**config.mk**
```make
export PLATFORM = sky130hd
export DESIGN_NAME = l2_channels
export DESIGN_NICKNAME = d
export VERILOG_FILES = /design/src/verilog/l2_pkg.sv /design/src/verilog/l2_channels.sv /design/src/verilog/l2_coh_ctrl.sv /design/src/verilog/l2_skid_buffer.sv
export SDC_FILE = /design/constraint.sdc
export NUM_CORES = 1
export LEC_CHECK = 0
export ABC_AREA = 0
export BUFFER_PORTS_ARGS = -buffer_cell sky130_fd_sc_hd__buf_2
export CORE_MARGIN = 3
export CORE_UTILIZATION = 31
export CTS_BUF_LIST = sky130_fd_sc_hd__clkbuf_8 sky130_fd_sc_hd__clkbuf_16
export DETAILED_ROUTE_END_ITERATION = 8
export PLACE_DENSITY_LB_ADDON = 0.12
export SETUP_SLACK_MARGIN = 0.05
export SYNTH_ARGS = -nofsm -noshare
export SYNTH_HDL_FRONTEND = slang
export SYNTH_HIERARCHICAL = 1
export SYNTH_SLANG_ARGS = --single-unit
export TNS_END_PERCENT = 5
```
**constraint.sdc**
```tcl
create_clock -name clk -period 17.68 [get_ports clk]
set_input_delay 1.768 -clock clk [delete_from_list [all_inputs] [get_ports clk]]
set_output_delay 1.768 -clock clk [all_outputs]
set_load 0.03 [all_outputs]
```
**src/verilog/l2_pkg.sv**
```systemverilog
package l2_pkg;

    localparam int ADDR_BITS      = 32;
    localparam int LINE_BITS      = 128;
    localparam int WORD_BITS      = 32;
    localparam int WORDS_PER_LINE = 4;
    localparam int OFFSET_LSB     = 2;
    localparam int LINE_LSB       = 4;
    localparam int REQ_ID_BITS    = 4;
    localparam int HPROT_BITS     = 2;
    localparam int HSIZE_BITS     = 3;
    localparam int CPU_MSG_BITS   = 1;
    localparam int COH_MSG_BITS   = 3;

    typedef enum logic [CPU_MSG_BITS-1:0] {
        CPU_READ  = 1'b0,
        CPU_WRITE = 1'b1
    } cpu_msg_t;

    typedef enum logic [COH_MSG_BITS-1:0] {
        REQ_GETS   = 3'd0,
        REQ_GETM   = 3'd1,
        REQ_PUTM   = 3'd2,
        RSP_DATA   = 3'd3,
        RSP_INVACK = 3'd4,
        FWD_INV    = 3'd5
    } coh_msg_t;

    typedef enum logic [2:0] {
        ST_IDLE,
        ST_SEND_REQ,
        ST_WAIT_DATA,
        ST_SEND_RD,
        ST_SEND_PUTM
    } ctrl_state_t;

    // Payload widths through the skid buffers
    localparam int CPU_REQ_BITS = CPU_MSG_BITS + HSIZE_BITS + HPROT_BITS + ADDR_BITS + WORD_BITS;
    localparam int FWD_IN_BITS  = COH_MSG_BITS + ADDR_BITS + REQ_ID_BITS;
    localparam int RSP_IN_BITS  = COH_MSG_BITS + ADDR_BITS + LINE_BITS;
    localparam int REQ_OUT_BITS = COH_MSG_BITS + HPROT_BITS + ADDR_BITS + LINE_BITS;
    localparam int RSP_OUT_BITS = COH_MSG_BITS + REQ_ID_BITS + 1 + ADDR_BITS + LINE_BITS;
    localparam int RD_RSP_BITS  = LINE_BITS;

endpackage

```
**src/verilog/l2_channels.sv**
```systemverilog
`timescale 1ns/1ps

module l2_channels (
    input  logic                           clk,
    input  logic                           rst,
    // cpu_req
    input  logic                           cpu_req_valid_i,
    output logic                           cpu_req_ready_o,
    input  l2_pkg::cpu_msg_t               cpu_req_cpu_msg_i,
    input  logic [l2_pkg::HSIZE_BITS-1:0]  cpu_req_hsize_i,
    input  logic [l2_pkg::HPROT_BITS-1:0]  cpu_req_hprot_i,
    input  logic [l2_pkg::ADDR_BITS-1:0]   cpu_req_addr_i,
    input  logic [l2_pkg::WORD_BITS-1:0]   cpu_req_word_i,
    // fwd_in
    input  logic                           fwd_in_valid_i,
    output logic                           fwd_in_ready_o,
    input  l2_pkg::coh_msg_t               fwd_in_coh_msg_i,
    input  logic [l2_pkg::ADDR_BITS-1:0]   fwd_in_addr_i,
    input  logic [l2_pkg::REQ_ID_BITS-1:0] fwd_in_req_id_i,
    // rsp_in
    input  logic                           rsp_in_valid_i,
    output logic                           rsp_in_ready_o,
    input  l2_pkg::coh_msg_t               rsp_in_coh_msg_i,
    input  logic [l2_pkg::ADDR_BITS-1:0]   rsp_in_addr_i,
    input  logic [l2_pkg::LINE_BITS-1:0]   rsp_in_line_i,
    // req_out
    output logic                           req_out_valid_o,
    input  logic                           req_out_ready_i,
    output l2_pkg::coh_msg_t               req_out_coh_msg_o,
    output logic [l2_pkg::HPROT_BITS-1:0]  req_out_hprot_o,
    output logic [l2_pkg::ADDR_BITS-1:0]   req_out_addr_o,
    output logic [l2_pkg::LINE_BITS-1:0]   req_out_line_o,
    // rsp_out
    output logic                           rsp_out_valid_o,
    input  logic                           rsp_out_ready_i,
    output l2_pkg::coh_msg_t               rsp_out_coh_msg_o,
    output logic [l2_pkg::REQ_ID_BITS-1:0] rsp_out_req_id_o,
    output logic                           rsp_out_to_req_o,
    output logic [l2_pkg::ADDR_BITS-1:0]   rsp_out_addr_o,
    output logic [l2_pkg::LINE_BITS-1:0]   rsp_out_line_o,
    // rd_rsp
    output logic                           rd_rsp_valid_o,
    input  logic                           rd_rsp_ready_i,
    output logic [l2_pkg::LINE_BITS-1:0]   rd_rsp_line_o
);

    import l2_pkg::*;

    logic                    cpu_valid;
    logic                    cpu_ready;
    logic [CPU_REQ_BITS-1:0] cpu_data;
    logic                    fwd_valid;
    logic                    fwd_ready;
    logic [FWD_IN_BITS-1:0]  fwd_data;
    logic                    rsp_valid;
    logic                    rsp_ready;
    logic [RSP_IN_BITS-1:0]  rsp_data;
    logic                    req_valid;
    logic                    req_ready;
    coh_msg_t                req_msg;
    logic [HPROT_BITS-1:0]   req_hprot;
    logic [ADDR_BITS-1:0]    req_addr;
    logic [LINE_BITS-1:0]    req_line;
    logic [REQ_OUT_BITS-1:0] req_data;
    logic                    rso_valid;
    logic                    rso_ready;
    coh_msg_t                rso_msg;
    logic [REQ_ID_BITS-1:0]  rso_req_id;
    logic                    rso_to_req;
    logic [ADDR_BITS-1:0]    rso_addr;
    logic [LINE_BITS-1:0]    rso_line;
    logic [RSP_OUT_BITS-1:0] rso_data;
    logic                    rd_valid;
    logic                    rd_ready;
    logic [RD_RSP_BITS-1:0]  rd_line;

    // Input side
    l2_skid_buffer #(.WIDTH(CPU_REQ_BITS)) i_cpu_req_buf (
        .clk(clk), .rst(rst),
        .valid_i(cpu_req_valid_i), .ready_o(cpu_req_ready_o),
        .data_i({cpu_req_cpu_msg_i, cpu_req_hsize_i, cpu_req_hprot_i,
                 cpu_req_addr_i, cpu_req_word_i}),
        .valid_o(cpu_valid), .ready_i(cpu_ready), .data_o(cpu_data)
    );

    l2_skid_buffer #(.WIDTH(FWD_IN_BITS)) i_fwd_in_buf (
        .clk(clk), .rst(rst),
        .valid_i(fwd_in_valid_i), .ready_o(fwd_in_ready_o),
        .data_i({fwd_in_coh_msg_i, fwd_in_addr_i, fwd_in_req_id_i}),
        .valid_o(fwd_valid), .ready_i(fwd_ready), .data_o(fwd_data)
    );

    l2_skid_buffer #(.WIDTH(RSP_IN_BITS)) i_rsp_in_buf (
        .clk(clk), .rst(rst),
        .valid_i(rsp_in_valid_i), .ready_o(rsp_in_ready_o),
        .data_i({rsp_in_coh_msg_i, rsp_in_addr_i, rsp_in_line_i}),
        .valid_o(rsp_valid), .ready_i(rsp_ready), .data_o(rsp_data)
    );

    // hsize rides along in cpu_data but the controller has no use for it
    l2_coh_ctrl i_coh_ctrl (
        .clk(clk), .rst(rst),
        .cpu_valid_i(cpu_valid), .cpu_ready_o(cpu_ready),
        .cpu_msg_i(cpu_msg_t'(cpu_data[CPU_REQ_BITS-1 -: CPU_MSG_BITS])),
        .cpu_hprot_i(cpu_data[WORD_BITS+ADDR_BITS +: HPROT_BITS]),
        .cpu_addr_i(cpu_data[WORD_BITS +: ADDR_BITS]),
        .cpu_word_i(cpu_data[WORD_BITS-1:0]),
        .fwd_valid_i(fwd_valid), .fwd_ready_o(fwd_ready),
        .fwd_msg_i(coh_msg_t'(fwd_data[FWD_IN_BITS-1 -: COH_MSG_BITS])),
        .fwd_addr_i(fwd_data[REQ_ID_BITS +: ADDR_BITS]),
        .fwd_req_id_i(fwd_data[REQ_ID_BITS-1:0]),
        .rsp_valid_i(rsp_valid), .rsp_ready_o(rsp_ready),
        .rsp_msg_i(coh_msg_t'(rsp_data[RSP_IN_BITS-1 -: COH_MSG_BITS])),
        .rsp_line_i(rsp_data[LINE_BITS-1:0]),
        .req_valid_o(req_valid), .req_ready_i(req_ready), .req_msg_o(req_msg),
        .req_hprot_o(req_hprot), .req_addr_o(req_addr), .req_line_o(req_line),
        .rsp_out_valid_o(rso_valid), .rsp_out_ready_i(rso_ready), .rsp_out_msg_o(rso_msg),
        .rsp_out_req_id_o(rso_req_id), .rsp_out_to_req_o(rso_to_req),
        .rsp_out_addr_o(rso_addr), .rsp_out_line_o(rso_line),
        .rd_valid_o(rd_valid), .rd_ready_i(rd_ready), .rd_line_o(rd_line)
    );

    // Output side
    l2_skid_buffer #(.WIDTH(REQ_OUT_BITS)) i_req_out_buf (
        .clk(clk), .rst(rst),
        .valid_i(req_valid), .ready_o(req_ready),
        .data_i({req_msg, req_hprot, req_addr, req_line}),
        .valid_o(req_out_valid_o), .ready_i(req_out_ready_i), .data_o(req_data)
    );

    l2_skid_buffer #(.WIDTH(RSP_OUT_BITS)) i_rsp_out_buf (
        .clk(clk), .rst(rst),
        .valid_i(rso_valid), .ready_o(rso_ready),
        .data_i({rso_msg, rso_req_id, rso_to_req, rso_addr, rso_line}),
        .valid_o(rsp_out_valid_o), .ready_i(rsp_out_ready_i), .data_o(rso_data)
    );

    l2_skid_buffer #(.WIDTH(RD_RSP_BITS)) i_rd_rsp_buf (
        .clk(clk), .rst(rst),
        .valid_i(rd_valid), .ready_o(rd_ready), .data_i(rd_line),
        .valid_o(rd_rsp_valid_o), .ready_i(rd_rsp_ready_i), .data_o(rd_rsp_line_o)
    );

    assign req_out_coh_msg_o = coh_msg_t'(req_data[REQ_OUT_BITS-1 -: COH_MSG_BITS]);
    assign req_out_hprot_o   = req_data[LINE_BITS+ADDR_BITS +: HPROT_BITS];
    assign req_out_addr_o    = req_data[LINE_BITS +: ADDR_BITS];
    assign req_out_line_o    = req_data[LINE_BITS-1:0];

    assign rsp_out_coh_msg_o = coh_msg_t'(rso_data[RSP_OUT_BITS-1 -: COH_MSG_BITS]);
    assign rsp_out_req_id_o  = rso_data[LINE_BITS+ADDR_BITS+1 +: REQ_ID_BITS];
    assign rsp_out_to_req_o  = rso_data[LINE_BITS+ADDR_BITS];
    assign rsp_out_addr_o    = rso_data[LINE_BITS +: ADDR_BITS];
    assign rsp_out_line_o    = rso_data[LINE_BITS-1:0];

endmodule

```
**src/verilog/l2_coh_ctrl.sv**
```systemverilog
`timescale 1ns/1ps

module l2_coh_ctrl (
    input  logic                           clk,
    input  logic                           rst,
    // CPU request
    input  logic                           cpu_valid_i,
    output logic                           cpu_ready_o,
    input  l2_pkg::cpu_msg_t               cpu_msg_i,
    input  logic [l2_pkg::HPROT_BITS-1:0]  cpu_hprot_i,
    input  logic [l2_pkg::ADDR_BITS-1:0]   cpu_addr_i,
    input  logic [l2_pkg::WORD_BITS-1:0]   cpu_word_i,
    // Forwarded messages
    input  logic                           fwd_valid_i,
    output logic                           fwd_ready_o,
    input  l2_pkg::coh_msg_t               fwd_msg_i,
    input  logic [l2_pkg::ADDR_BITS-1:0]   fwd_addr_i,
    input  logic [l2_pkg::REQ_ID_BITS-1:0] fwd_req_id_i,
    // Responses in
    input  logic                           rsp_valid_i,
    output logic                           rsp_ready_o,
    input  l2_pkg::coh_msg_t               rsp_msg_i,
    input  logic [l2_pkg::LINE_BITS-1:0]   rsp_line_i,
    // Requests out
    output logic                           req_valid_o,
    input  logic                           req_ready_i,
    output l2_pkg::coh_msg_t               req_msg_o,
    output logic [l2_pkg::HPROT_BITS-1:0]  req_hprot_o,
    output logic [l2_pkg::ADDR_BITS-1:0]   req_addr_o,
    output logic [l2_pkg::LINE_BITS-1:0]   req_line_o,
    // Responses out
    output logic                           rsp_out_valid_o,
    input  logic                           rsp_out_ready_i,
    output l2_pkg::coh_msg_t               rsp_out_msg_o,
    output logic [l2_pkg::REQ_ID_BITS-1:0] rsp_out_req_id_o,
    output logic                           rsp_out_to_req_o,
    output logic [l2_pkg::ADDR_BITS-1:0]   rsp_out_addr_o,
    output logic [l2_pkg::LINE_BITS-1:0]   rsp_out_line_o,
    // Read data to CPU
    output logic                           rd_valid_o,
    input  logic                           rd_ready_i,
    output logic [l2_pkg::LINE_BITS-1:0]   rd_line_o
);

    import l2_pkg::*;

    ctrl_state_t                       state_q;
    ctrl_state_t                       state_d;
    cpu_msg_t                          msg_q;
    logic [HPROT_BITS-1:0]             hprot_q;
    logic [ADDR_BITS-1:0]              addr_q;
    logic [WORD_BITS-1:0]              word_q;
    logic [LINE_BITS-1:0]              line_q;
    logic [LINE_BITS-1:0]              merged_line;
    logic [$clog2(WORDS_PER_LINE)-1:0] word_sel;
    logic [ADDR_BITS-1:0]              line_addr;
    logic                              cpu_fire;
    logic                              rsp_fire;
    logic                              fwd_fire;
    logic                              inv_pending_q;
    logic [REQ_ID_BITS-1:0]            inv_req_id_q;
    logic [ADDR_BITS-1:0]              inv_addr_q;

    assign cpu_ready_o = (state_q == ST_IDLE);
    assign rsp_ready_o = (state_q == ST_WAIT_DATA);
    assign cpu_fire    = cpu_valid_i && cpu_ready_o;
    assign rsp_fire    = rsp_valid_i && rsp_ready_o;

    assign word_sel  = addr_q[LINE_LSB-1:OFFSET_LSB];
    assign line_addr = {addr_q[ADDR_BITS-1:LINE_LSB], {LINE_LSB{1'b0}}};

    // Write word goes into its slot of the fetched line
    always_comb begin
        merged_line = rsp_line_i;
        merged_line[word_sel*WORD_BITS +: WORD_BITS] = word_q;
    end

    always_comb begin
        state_d = state_q;
        case (state_q)
            ST_IDLE: begin
                if (cpu_fire) state_d = ST_SEND_REQ;
            end
            ST_SEND_REQ: begin
                if (req_ready_i) state_d = ST_WAIT_DATA;
            end
            ST_WAIT_DATA: begin
                if (rsp_fire) state_d = (msg_q == CPU_WRITE) ? ST_SEND_PUTM : ST_SEND_RD;
            end
            ST_SEND_RD: begin
                if (rd_ready_i) state_d = ST_IDLE;
            end
            ST_SEND_PUTM: begin
                if (req_ready_i) state_d = ST_IDLE;
            end
            default: state_d = ST_IDLE;
        endcase
    end

    always_ff @(posedge clk or negedge rst) begin
        if (!rst) begin
            state_q <= ST_IDLE;
        end else begin
            state_q <= state_d;
        end
    end

    always_ff @(posedge clk) begin
        if (cpu_fire) begin
            msg_q   <= cpu_msg_i;
            hprot_q <= cpu_hprot_i;
            addr_q  <= cpu_addr_i;
            word_q  <= cpu_word_i;
        end
        if (rsp_fire) begin
            line_q <= (msg_q == CPU_WRITE) ? merged_line : rsp_line_i;
        end
    end

    assign req_valid_o = (state_q == ST_SEND_REQ) || (state_q == ST_SEND_PUTM);
    assign req_msg_o   = (state_q == ST_SEND_PUTM) ? REQ_PUTM :
                         (msg_q == CPU_WRITE)      ? REQ_GETM : REQ_GETS;
    assign req_hprot_o = hprot_q;
    assign req_addr_o  = line_addr;
    assign req_line_o  = (state_q == ST_SEND_PUTM) ? line_q : '0;

    assign rd_valid_o = (state_q == ST_SEND_RD);
    assign rd_line_o  = line_q;

    // Invalidation path, independent of the miss FSM
    assign fwd_ready_o = !inv_pending_q;
    assign fwd_fire    = fwd_valid_i && fwd_ready_o;

    always_ff @(posedge clk or negedge rst) begin
        if (!rst) begin
            inv_pending_q <= 1'b0;
        end else if (fwd_fire) begin
            inv_pending_q <= 1'b1;
        end else if (rsp_out_ready_i) begin
            inv_pending_q <= 1'b0;
        end
    end

    always_ff @(posedge clk) begin
        if (fwd_fire) begin
            inv_req_id_q <= fwd_req_id_i;
            inv_addr_q   <= fwd_addr_i;
        end
    end

    assign rsp_out_valid_o  = inv_pending_q;
    assign rsp_out_msg_o    = RSP_INVACK;
    assign rsp_out_req_id_o = inv_req_id_q;
    assign rsp_out_to_req_o = 1'b1;
    assign rsp_out_addr_o   = inv_addr_q;
    assign rsp_out_line_o   = '0;

    a_rsp_is_data: assert property (
        @(posedge clk) disable iff (!rst)
        rsp_valid_i |-> rsp_msg_i == RSP_DATA
    );

    a_fwd_is_inv: assert property (
        @(posedge clk) disable iff (!rst)
        fwd_valid_i |-> fwd_msg_i == FWD_INV
    );

    // Data only shows up for an outstanding miss
    a_rsp_only_in_wait: assert property (
        @(posedge clk) disable iff (!rst)
        rsp_valid_i |-> state_q == ST_WAIT_DATA
    );

endmodule

```
**src/verilog/l2_skid_buffer.sv**
```systemverilog
`timescale 1ns/1ps

module l2_skid_buffer #(
    parameter int WIDTH = 8
) (
    input  logic             clk,
    input  logic             rst,
    input  logic             valid_i,
    output logic             ready_o,
    input  logic [WIDTH-1:0] data_i,
    output logic             valid_o,
    input  logic             ready_i,
    output logic [WIDTH-1:0] data_o
);

    logic             full_q;
    logic [WIDTH-1:0] hold_q;
    logic             capture;

    // Only take the item when it cannot pass straight through
    assign capture = valid_i && !full_q && !ready_i;

    always_ff @(posedge clk or negedge rst) begin
        if (!rst) begin
            full_q <= 1'b0;
        end else if (capture) begin
            full_q <= 1'b1;
        end else if (ready_i) begin
            full_q <= 1'b0;
        end
    end

    always_ff @(posedge clk) begin
        if (capture) begin
            hold_q <= data_i;
        end
    end

    assign ready_o = !full_q;
    assign valid_o = full_q || valid_i;
    // Bypass while empty
    assign data_o  = full_q ? hold_q : data_i;

    // Item refused while full stays offered until the buffer drains
    a_no_capture_when_full: assert property (
        @(posedge clk) disable iff (!rst)
        valid_i && full_q |=> valid_i && $stable(data_i)
    );

    // Stalled output keeps its item, whether bypassed or held
    a_data_stable_on_stall: assert property (
        @(posedge clk) disable iff (!rst)
        valid_o && !ready_i |=> valid_o && $stable(data_o)
    );

endmodule
```
==> results.sh, run 1 <==
export IMPL_power_density_of_the_placed_cells_nw_per_um2=187
export IMPL_clock_skew_ns=0.0272
export IMPL_grt_usage=0.167
export IMPL_floorplan_die_width_um=374
export IMPL_seq_area_sq_um=27900
export IMPL_cp_max_delay_cell="sky130_fd_sc_hd__dfrtp_4"
export IMPL_finalHoldWorstSlack_ns=0.446
export IMPL_critPathArrivalTime_ns=3.86
export IMPL_floorplan_core_area_sq_um=134000
export IMPL_htree_levels=3
export IMPL_status="completed"
export IMPL_clock_buffer_count_from_cts=110
export IMPL_worst_endpoint_required_ns=15.91
export IMPL_clkTransAtPathRegs_ns=0.06
export IMPL_tightest_slew_ns=1.25
export IMPL_leakagePower_nw=19.8
export IMPL_starting_utilization_of_the_core_area=0.313
export IMPL_slew_viol_final=0
export IMPL_syn_cell_area_sq_um=42000
export IMPL_post_cts_repair_setup_buffers=0
export IMPL_tritoncts_clock_tree="built"
export IMPL_setup_worst_path_start_class="register"
export IMPL_reg2reg_to="i_rsp_in_buf/hold_q[54]"
export IMPL_rrSetupSlack_ns=13.57
export IMPL_ys_warn_count=6
export IMPL_floorplan_die_area_sq_um=140000
export IMPL_hpwl_mm=82.7
export IMPL_crit_fanout=48
export IMPL_num_fill_cells=12600
export IMPL_max_freq_mhz=178
export IMPL_max_slew_margin=0.170
export IMPL_via_count_of_the_first_global_routing_pass=23100
export IMPL_ctsLongestPathBuffers=3
export IMPL_drtAntennaViolNets=0
export IMPL_clock_sinks=929
export IMPL_hp_start="i_coh_ctrl/rsp_out_addr_o[24]"
export IMPL_endpoint_kind="primary output"
export IMPL_rr_startpoint="i_coh_ctrl/state_q[2]"
export IMPL_critical_path_max_stage_delay_ns=0.88
export IMPL_drtPass1Iterations=5
export IMPL_whs_endpoint="i_rsp_out_buf/hold_q[152]"
export IMPL_worst_hold_path_num_cells=0
export IMPL_routedWlPerCell_um=25.0
export IMPL_antenna_found_initial=77
export IMPL_drc=0
export IMPL_max_cap_viol_count=0
export IMPL_syn_instance_count=2253
export IMPL_setup_violations_final=0
export IMPL_floorplan_die_height_um=374
export IMPL_overflow=0
export IMPL_finalCritPeriodShare=0.318
export IMPL_portBuffers=703
export IMPL_finalNetCount=3221
export IMPL_final_hold_violation_count=0
export IMPL_maximum_number_of_pins_on_one_net_before_global_route_repair=148
export IMPL_holdBufCountCts=0
export IMPL_multi_input_comb_area_sq_um=12400
export IMPL_dr_total_vias=22300
export IMPL_cp_class="register to primary output"
export IMPL_cp_cell_sequence="buf_4 -> buf_4 -> mux2_2 -> buf_2"
export IMPL_worstRegToRegCells=5
export IMPL_postRouteWirelength_mm=121
export IMPL_critPathBufInv=3
export IMPL_hold_path_class="register to register"
export IMPL_io_pin_count=747
export IMPL_drive_gt1_frac=0.535
export IMPL_power_ir_vdd_worst_mv=0.0914
export IMPL_critical_path_most_common_cell="sky130_fd_sc_hd__buf_4"
export IMPL_clk_latency_ns=0.71
export IMPL_grt_setup_unrepaired="no"
export IMPL_fin_tns_setup_ns=0
export IMPL_timing_critical_path_max_delay_family="buffers and inverters"
export IMPL_postSynthAreaPerCell_sq_um=18.6
export IMPL_timing_final_crit_period_ns=5.63
export IMPL_routability_congestion_estimate_from_global_placement=0.773
export IMPL_grt_first_pass_wirelength_mm=172
export IMPL_detail_route_vias_per_cell=4.61
export IMPL_number_of_cell_rows=134
export IMPL_first_iter_violations=1264
export IMPL_post_cts_resized=0
export IMPL_cts_root_buffer="sky130_fd_sc_hd__clkbuf_16"
export IMPL_areaGrowthSynthToFinish_pct=18.7
## final cells by class
type | count | share of cell area
sequential | 929 | 0.559
multi-input combinational | 1147 | 0.249
timing repair buffer | 738 | 0.0764
clock buffer | 110 | 0.0552
tap | 1768 | 0.0444
clock inverter | 96 | 0.0138
antenna | 33 | 0.00166
inverter | 10 | 0.000753
## worst max-delay path by stage
stage	from	to	cells after the start
CTS	i_req_out_buf/full_q	req_out_line_o[32]	4
floorplan	rsp_out_ready_i	i_rsp_out_buf/hold_q[0]	1
detailed placement	i_req_out_buf/full_q	req_out_line_o[32]	4
finish	i_req_out_buf/full_q	req_out_line_o[48]	4
global route	i_req_out_buf/full_q	req_out_line_o[48]	4
global placement	i_req_out_buf/full_q	req_out_line_o[32]	4
## where the power goes
part	leakage, nW	switching (W)	internal [W]
clock network	1.76	0.000929	0.00125
registers	8.63	0.000384	0.00321
logic	9.40	0.00219	0.00136
## flip-flops by register name, indices dropped and copies added, names as in the netlist
signal,count
i_req_out_buf/full_q,1
i_fwd_in_buf/full_q,1
i_cpu_req_buf/hold_q,65
i_req_out_buf/hold_q,165
i_cpu_req_buf/full_q,1
i_coh_ctrl/word_q,32
i_rd_rsp_buf/hold_q,128
i_coh_ctrl/rsp_out_valid_o,1
i_coh_ctrl/rsp_out_addr_o,32
i_coh_ctrl/req_hprot_o,2
i_coh_ctrl/state_q,3
i_rsp_out_buf/hold_q,168
i_coh_ctrl/msg_q,1
i_rd_rsp_buf/full_q,1
i_coh_ctrl/addr_q,30
i_rsp_out_buf/full_q,1
i_coh_ctrl/rd_line_o,128
i_rsp_in_buf/hold_q,128
i_fwd_in_buf/hold_q,36
i_coh_ctrl/rsp_out_req_id_o,4
i_rsp_in_buf/full_q,1
## cells in the final DEF (no fill, tap or decap), drive strengths merged, types with 6 or more instances in the layout
cell type,n
nor2,7
a22o,128
dfrtp,10
nand2,7
inv,34
clkinv,62
o21ba,6
buf,738
mux2,693
clkbuf,110
diode,33
and3,129
conb,137
or2,6
nor3b,6
bufinv,8
edfxtp,919
## stage by stage
stage | total power, W | util | setup WS (ns) | area, sq um | cells
floorplan | 0.00631 | - | 2.92 | 42500 | 2388
global placement | 0.00723 | 0.346 | 12.73 | 46300 | 4592
detailed placement | 0.00727 | 0.346 | 12.71 | 46300 | 4592
CTS | 0.00950 | 0.372 | 11.90 | 49800 | 4798
global route | 0.00974 | 0.372 | 11.80 | 49800 | 4810
finish | 0.00931 | 0.372 | 12.05 | 49900 | 4831
## metal layers
layer / wire length [um] / global-route usage / up-vias / part of all wire
li1: - / - / 9936 / -
met1: 49900 / 0.205 / 11500 / 0.41
met2: 59400 / 0.283 / 601 / 0.49
met3: 8260 / 0.0538 / 223 / 0.068
met4: 2840 / 0.0455 / 52 / 0.024
met5: 360 / 0 / - / 0.0030
Power figures use the tool's default switching activity.
==> inputs of run 2 (changes only) <==
clock period = 4.9 ns   (was 17.68 ns; I/O delays follow)
==> run 2 against run 1 <==
  * Flip-flop and latch count unchanged
  * Die area unchanged
  * Worst hold slack got worse by 0.35 ns
  * Worst setup slack got worse by 11 ns
  * Combinational power increased to 3.7 times the previous value
==> results.sh, run 2 (synthesized netlist as in run 1, its figures left out) <==
export IMPL_setup_ws_ns=1.20
export IMPL_leakagePower_nw=20.8
export IMPL_setup_worst_path_start_class="register"
export IMPL_final_cell_mix="919 x sky130_fd_sc_hd__edfxtp_1, 703 x sky130_fd_sc_hd__buf_2, 436 x sky130_fd_sc_hd__mux2_4, 256 x sky130_fd_sc_hd__mux2_2, 233 x sky130_fd_sc_hd__dlygate4sd3_1"
export IMPL_drtAntennaViolNets=0
export IMPL_antenna_found_initial=26
export IMPL_cp_class="register to primary output"
export IMPL_largest_register_ff_count=168
export IMPL_worst_endpoint_required_ns=4.41
export IMPL_grt_setup_unrepaired="no"
export IMPL_grt_use_met1=0.206
export IMPL_finalNetCount=3462
export IMPL_via_count_of_the_first_global_routing_pass=24600
export IMPL_maximum_number_of_pins_on_one_net_before_global_route_repair=129
export IMPL_num_fill_cells=12500
export IMPL_hp_start="rsp_out_ready_i"
export IMPL_clock_skew_ns=0.0245
export IMPL_floorplan_die_width_um=374
export IMPL_routability_congestion_estimate_from_global_placement=0.761
export IMPL_grt_usage=0.170
export IMPL_grt_met2_usage=0.292
export IMPL_p_switching_w=0.0127
export IMPL_setup_violations_final=0
export IMPL_finalCritPeriodShare=0.756
export IMPL_clock_power_share=0.230
export IMPL_floorplan_core_area_sq_um=134000
export IMPL_global_route_usage_met3=0.0464
export IMPL_clk_latency_ns=0.71
export IMPL_drc=0
export IMPL_final_core_util=0.391
export IMPL_clock_sinks=929
export IMPL_tritoncts_clock_tree="built"
export IMPL_clock_buffer_count_from_cts=108
export IMPL_floorplan_die_height_um=374
export IMPL_ctsLongestPathBuffers=3
export IMPL_swShare=0.374
export IMPL_first_iter_violations=1273
export IMPL_max_cap_viol_count=0
export IMPL_regMostFlops="i_rsp_out_buf/hold_q"
export IMPL_starting_utilization_of_the_core_area=0.313
export IMPL_detail_route_vias_per_cell=4.56
export IMPL_power_share_sequential=0.385
export IMPL_cp_cell_sequence="nor2_4 -> buf_4 -> and3_1 -> mux2_2 -> buf_2"
export IMPL_status="completed"
export IMPL_floorplan_die_area_sq_um=140000
export IMPL_timing_final_crit_period_ns=3.70
export IMPL_grt_first_pass_wirelength_mm=175
export IMPL_power_density_of_the_placed_cells_nw_per_um2=647
export IMPL_number_of_cell_rows=134
export IMPL_top_regs="i_rsp_out_buf/hold_q (168), i_req_out_buf/hold_q (165)"
export IMPL_max_freq_mhz=270
export IMPL_overflow=0
export IMPL_cts_root_buffer="sky130_fd_sc_hd__clkbuf_16"
export IMPL_postRouteWirelength_mm=122
export IMPL_critPathBufInv=2
export IMPL_routedWlPerCell_um=24.1
export IMPL_drtPass1Iterations=5
export IMPL_areaGrowthSynthToFinish_pct=24.8
export IMPL_endpoint_kind="primary output"
export IMPL_rr_startpoint="i_coh_ctrl/state_q[2]"
export IMPL_critical_path_max_stage_delay_ns=0.72
export IMPL_critPathArrivalTime_ns=3.21
export IMPL_slew_viol_final=0
export IMPL_internal_w=0.0212
export IMPL_cp_max_delay_cell="sky130_fd_sc_hd__nor2_4"
export IMPL_power_ir_vdd_worst_mv=0.353
export IMPL_layout_commonest_cell="sky130_fd_sc_hd__edfxtp_1"
export IMPL_crit_fanout=50
export IMPL_final_hold_violation_count=0
export IMPL_grt_busiest_layer="met2"
export IMPL_portBuffers=703
export IMPL_io_pin_count=747
export IMPL_dr_total_vias=23000
export IMPL_timing_critical_path_max_delay_family="simple AND/OR/NAND/NOR gates"
export IMPL_hpwl_mm=83.2
export IMPL_tightest_slew_ns=1.26
export IMPL_total_power_w=0.0339
export IMPL_cp_startpoint="i_coh_ctrl/state_q[1]"
export IMPL_dpl_worst_slack_ns=1.50
export IMPL_hold_path_class="primary input to register"
export IMPL_combPwrFrac=0.385
export IMPL_max_slew_margin=0.161
export IMPL_htree_levels=3
export IMPL_drive_gt1_frac=0.496
export IMPL_clkTransAtPathRegs_ns=0.06
[run 2: cell count changes in the layout (fill, tap and decap cells not counted), sizes merged]
cell and change:
diode -11, dlygate4sd3 +233, inv +2, clkinv -12, buf +10, clkbuf -1
clkinvlp +2, bufinv +1
[run 2: final timing paths]
check                                        endpoint  slack [ns]  cells past startpoint
setup / recovery                    req_out_line_o[2]        1.20                      5
hold / removal                   i_rsp_out_buf/full_q        0.09                      2
setup reg to reg              i_rsp_in_buf/hold_q[66]        1.66                      4
hold reg to reg             i_req_out_buf/hold_q[157]        0.45                      0
max in group asynchronous       i_coh_ctrl/state_q[2]        4.26                      2
min in group asynchronous  i_coh_ctrl/rsp_out_valid_o        0.29                      2
[run 2: power by group through the flow]
stage	registers (W)	logic (W)	clock network, W
finish	0.0130	0.0130	0.00780
global route	0.0133	0.0138	0.00844
CTS	0.0131	0.0133	0.00810
detailed placement	0.0133	0.0131	0
global placement	0.0132	0.0130	0
floorplan	0.0124	0.0101	0
[run 2: metal layers]
metal / part of all wire / vias up
met5: 0.00070 / -
met4: 0.029 / 12
met3: 0.062 / 175
met2: 0.50 / 625
met1: 0.41 / 11800
li1: - / 10400
[run 2: layout make-up]
class                      instances  area (sq um)  area share
sequential                       929         27900       0.532
clock buffer                     109          2730      0.0521
inverter                          10          37.5    0.000717
tap                             1768          2210      0.0422
clock inverter                    89           688      0.0131
antenna                           22          55.1     0.00105
timing repair buffer             981          6360       0.121
multi-input combinational       1147         12400       0.237
[run 2: timing repair]
| action | CTS | global route |
|---|---|---|
| buffers inserted | 0 | 0 |
| gates resized for setup | 0 | 0 |
| endpoints found under the setup margin | 0 | 0 |
| endpoints found under the hold margin | 242 | 0 |
| hold buffers | 233 | 0 |
[run 2: per-stage QoR]
| step | instance area (sq um) | hold WS [ns] | setup TNS (ns) | std cells |
|---|---|---|---|---|
| global route | 52300 | 0.0293 | 0 | 5043 |
| global placement | 46600 | 0.431 | 0 | 4602 |
| CTS | 52300 | 0.00493 | 0 | 5033 |
| floorplan | 42500 | 0.194 | -430.58 | 2388 |
| finish | 52400 | 0.0913 | 0 | 5055 |
| detailed placement | 46600 | 0.434 | 0 | 4602 |
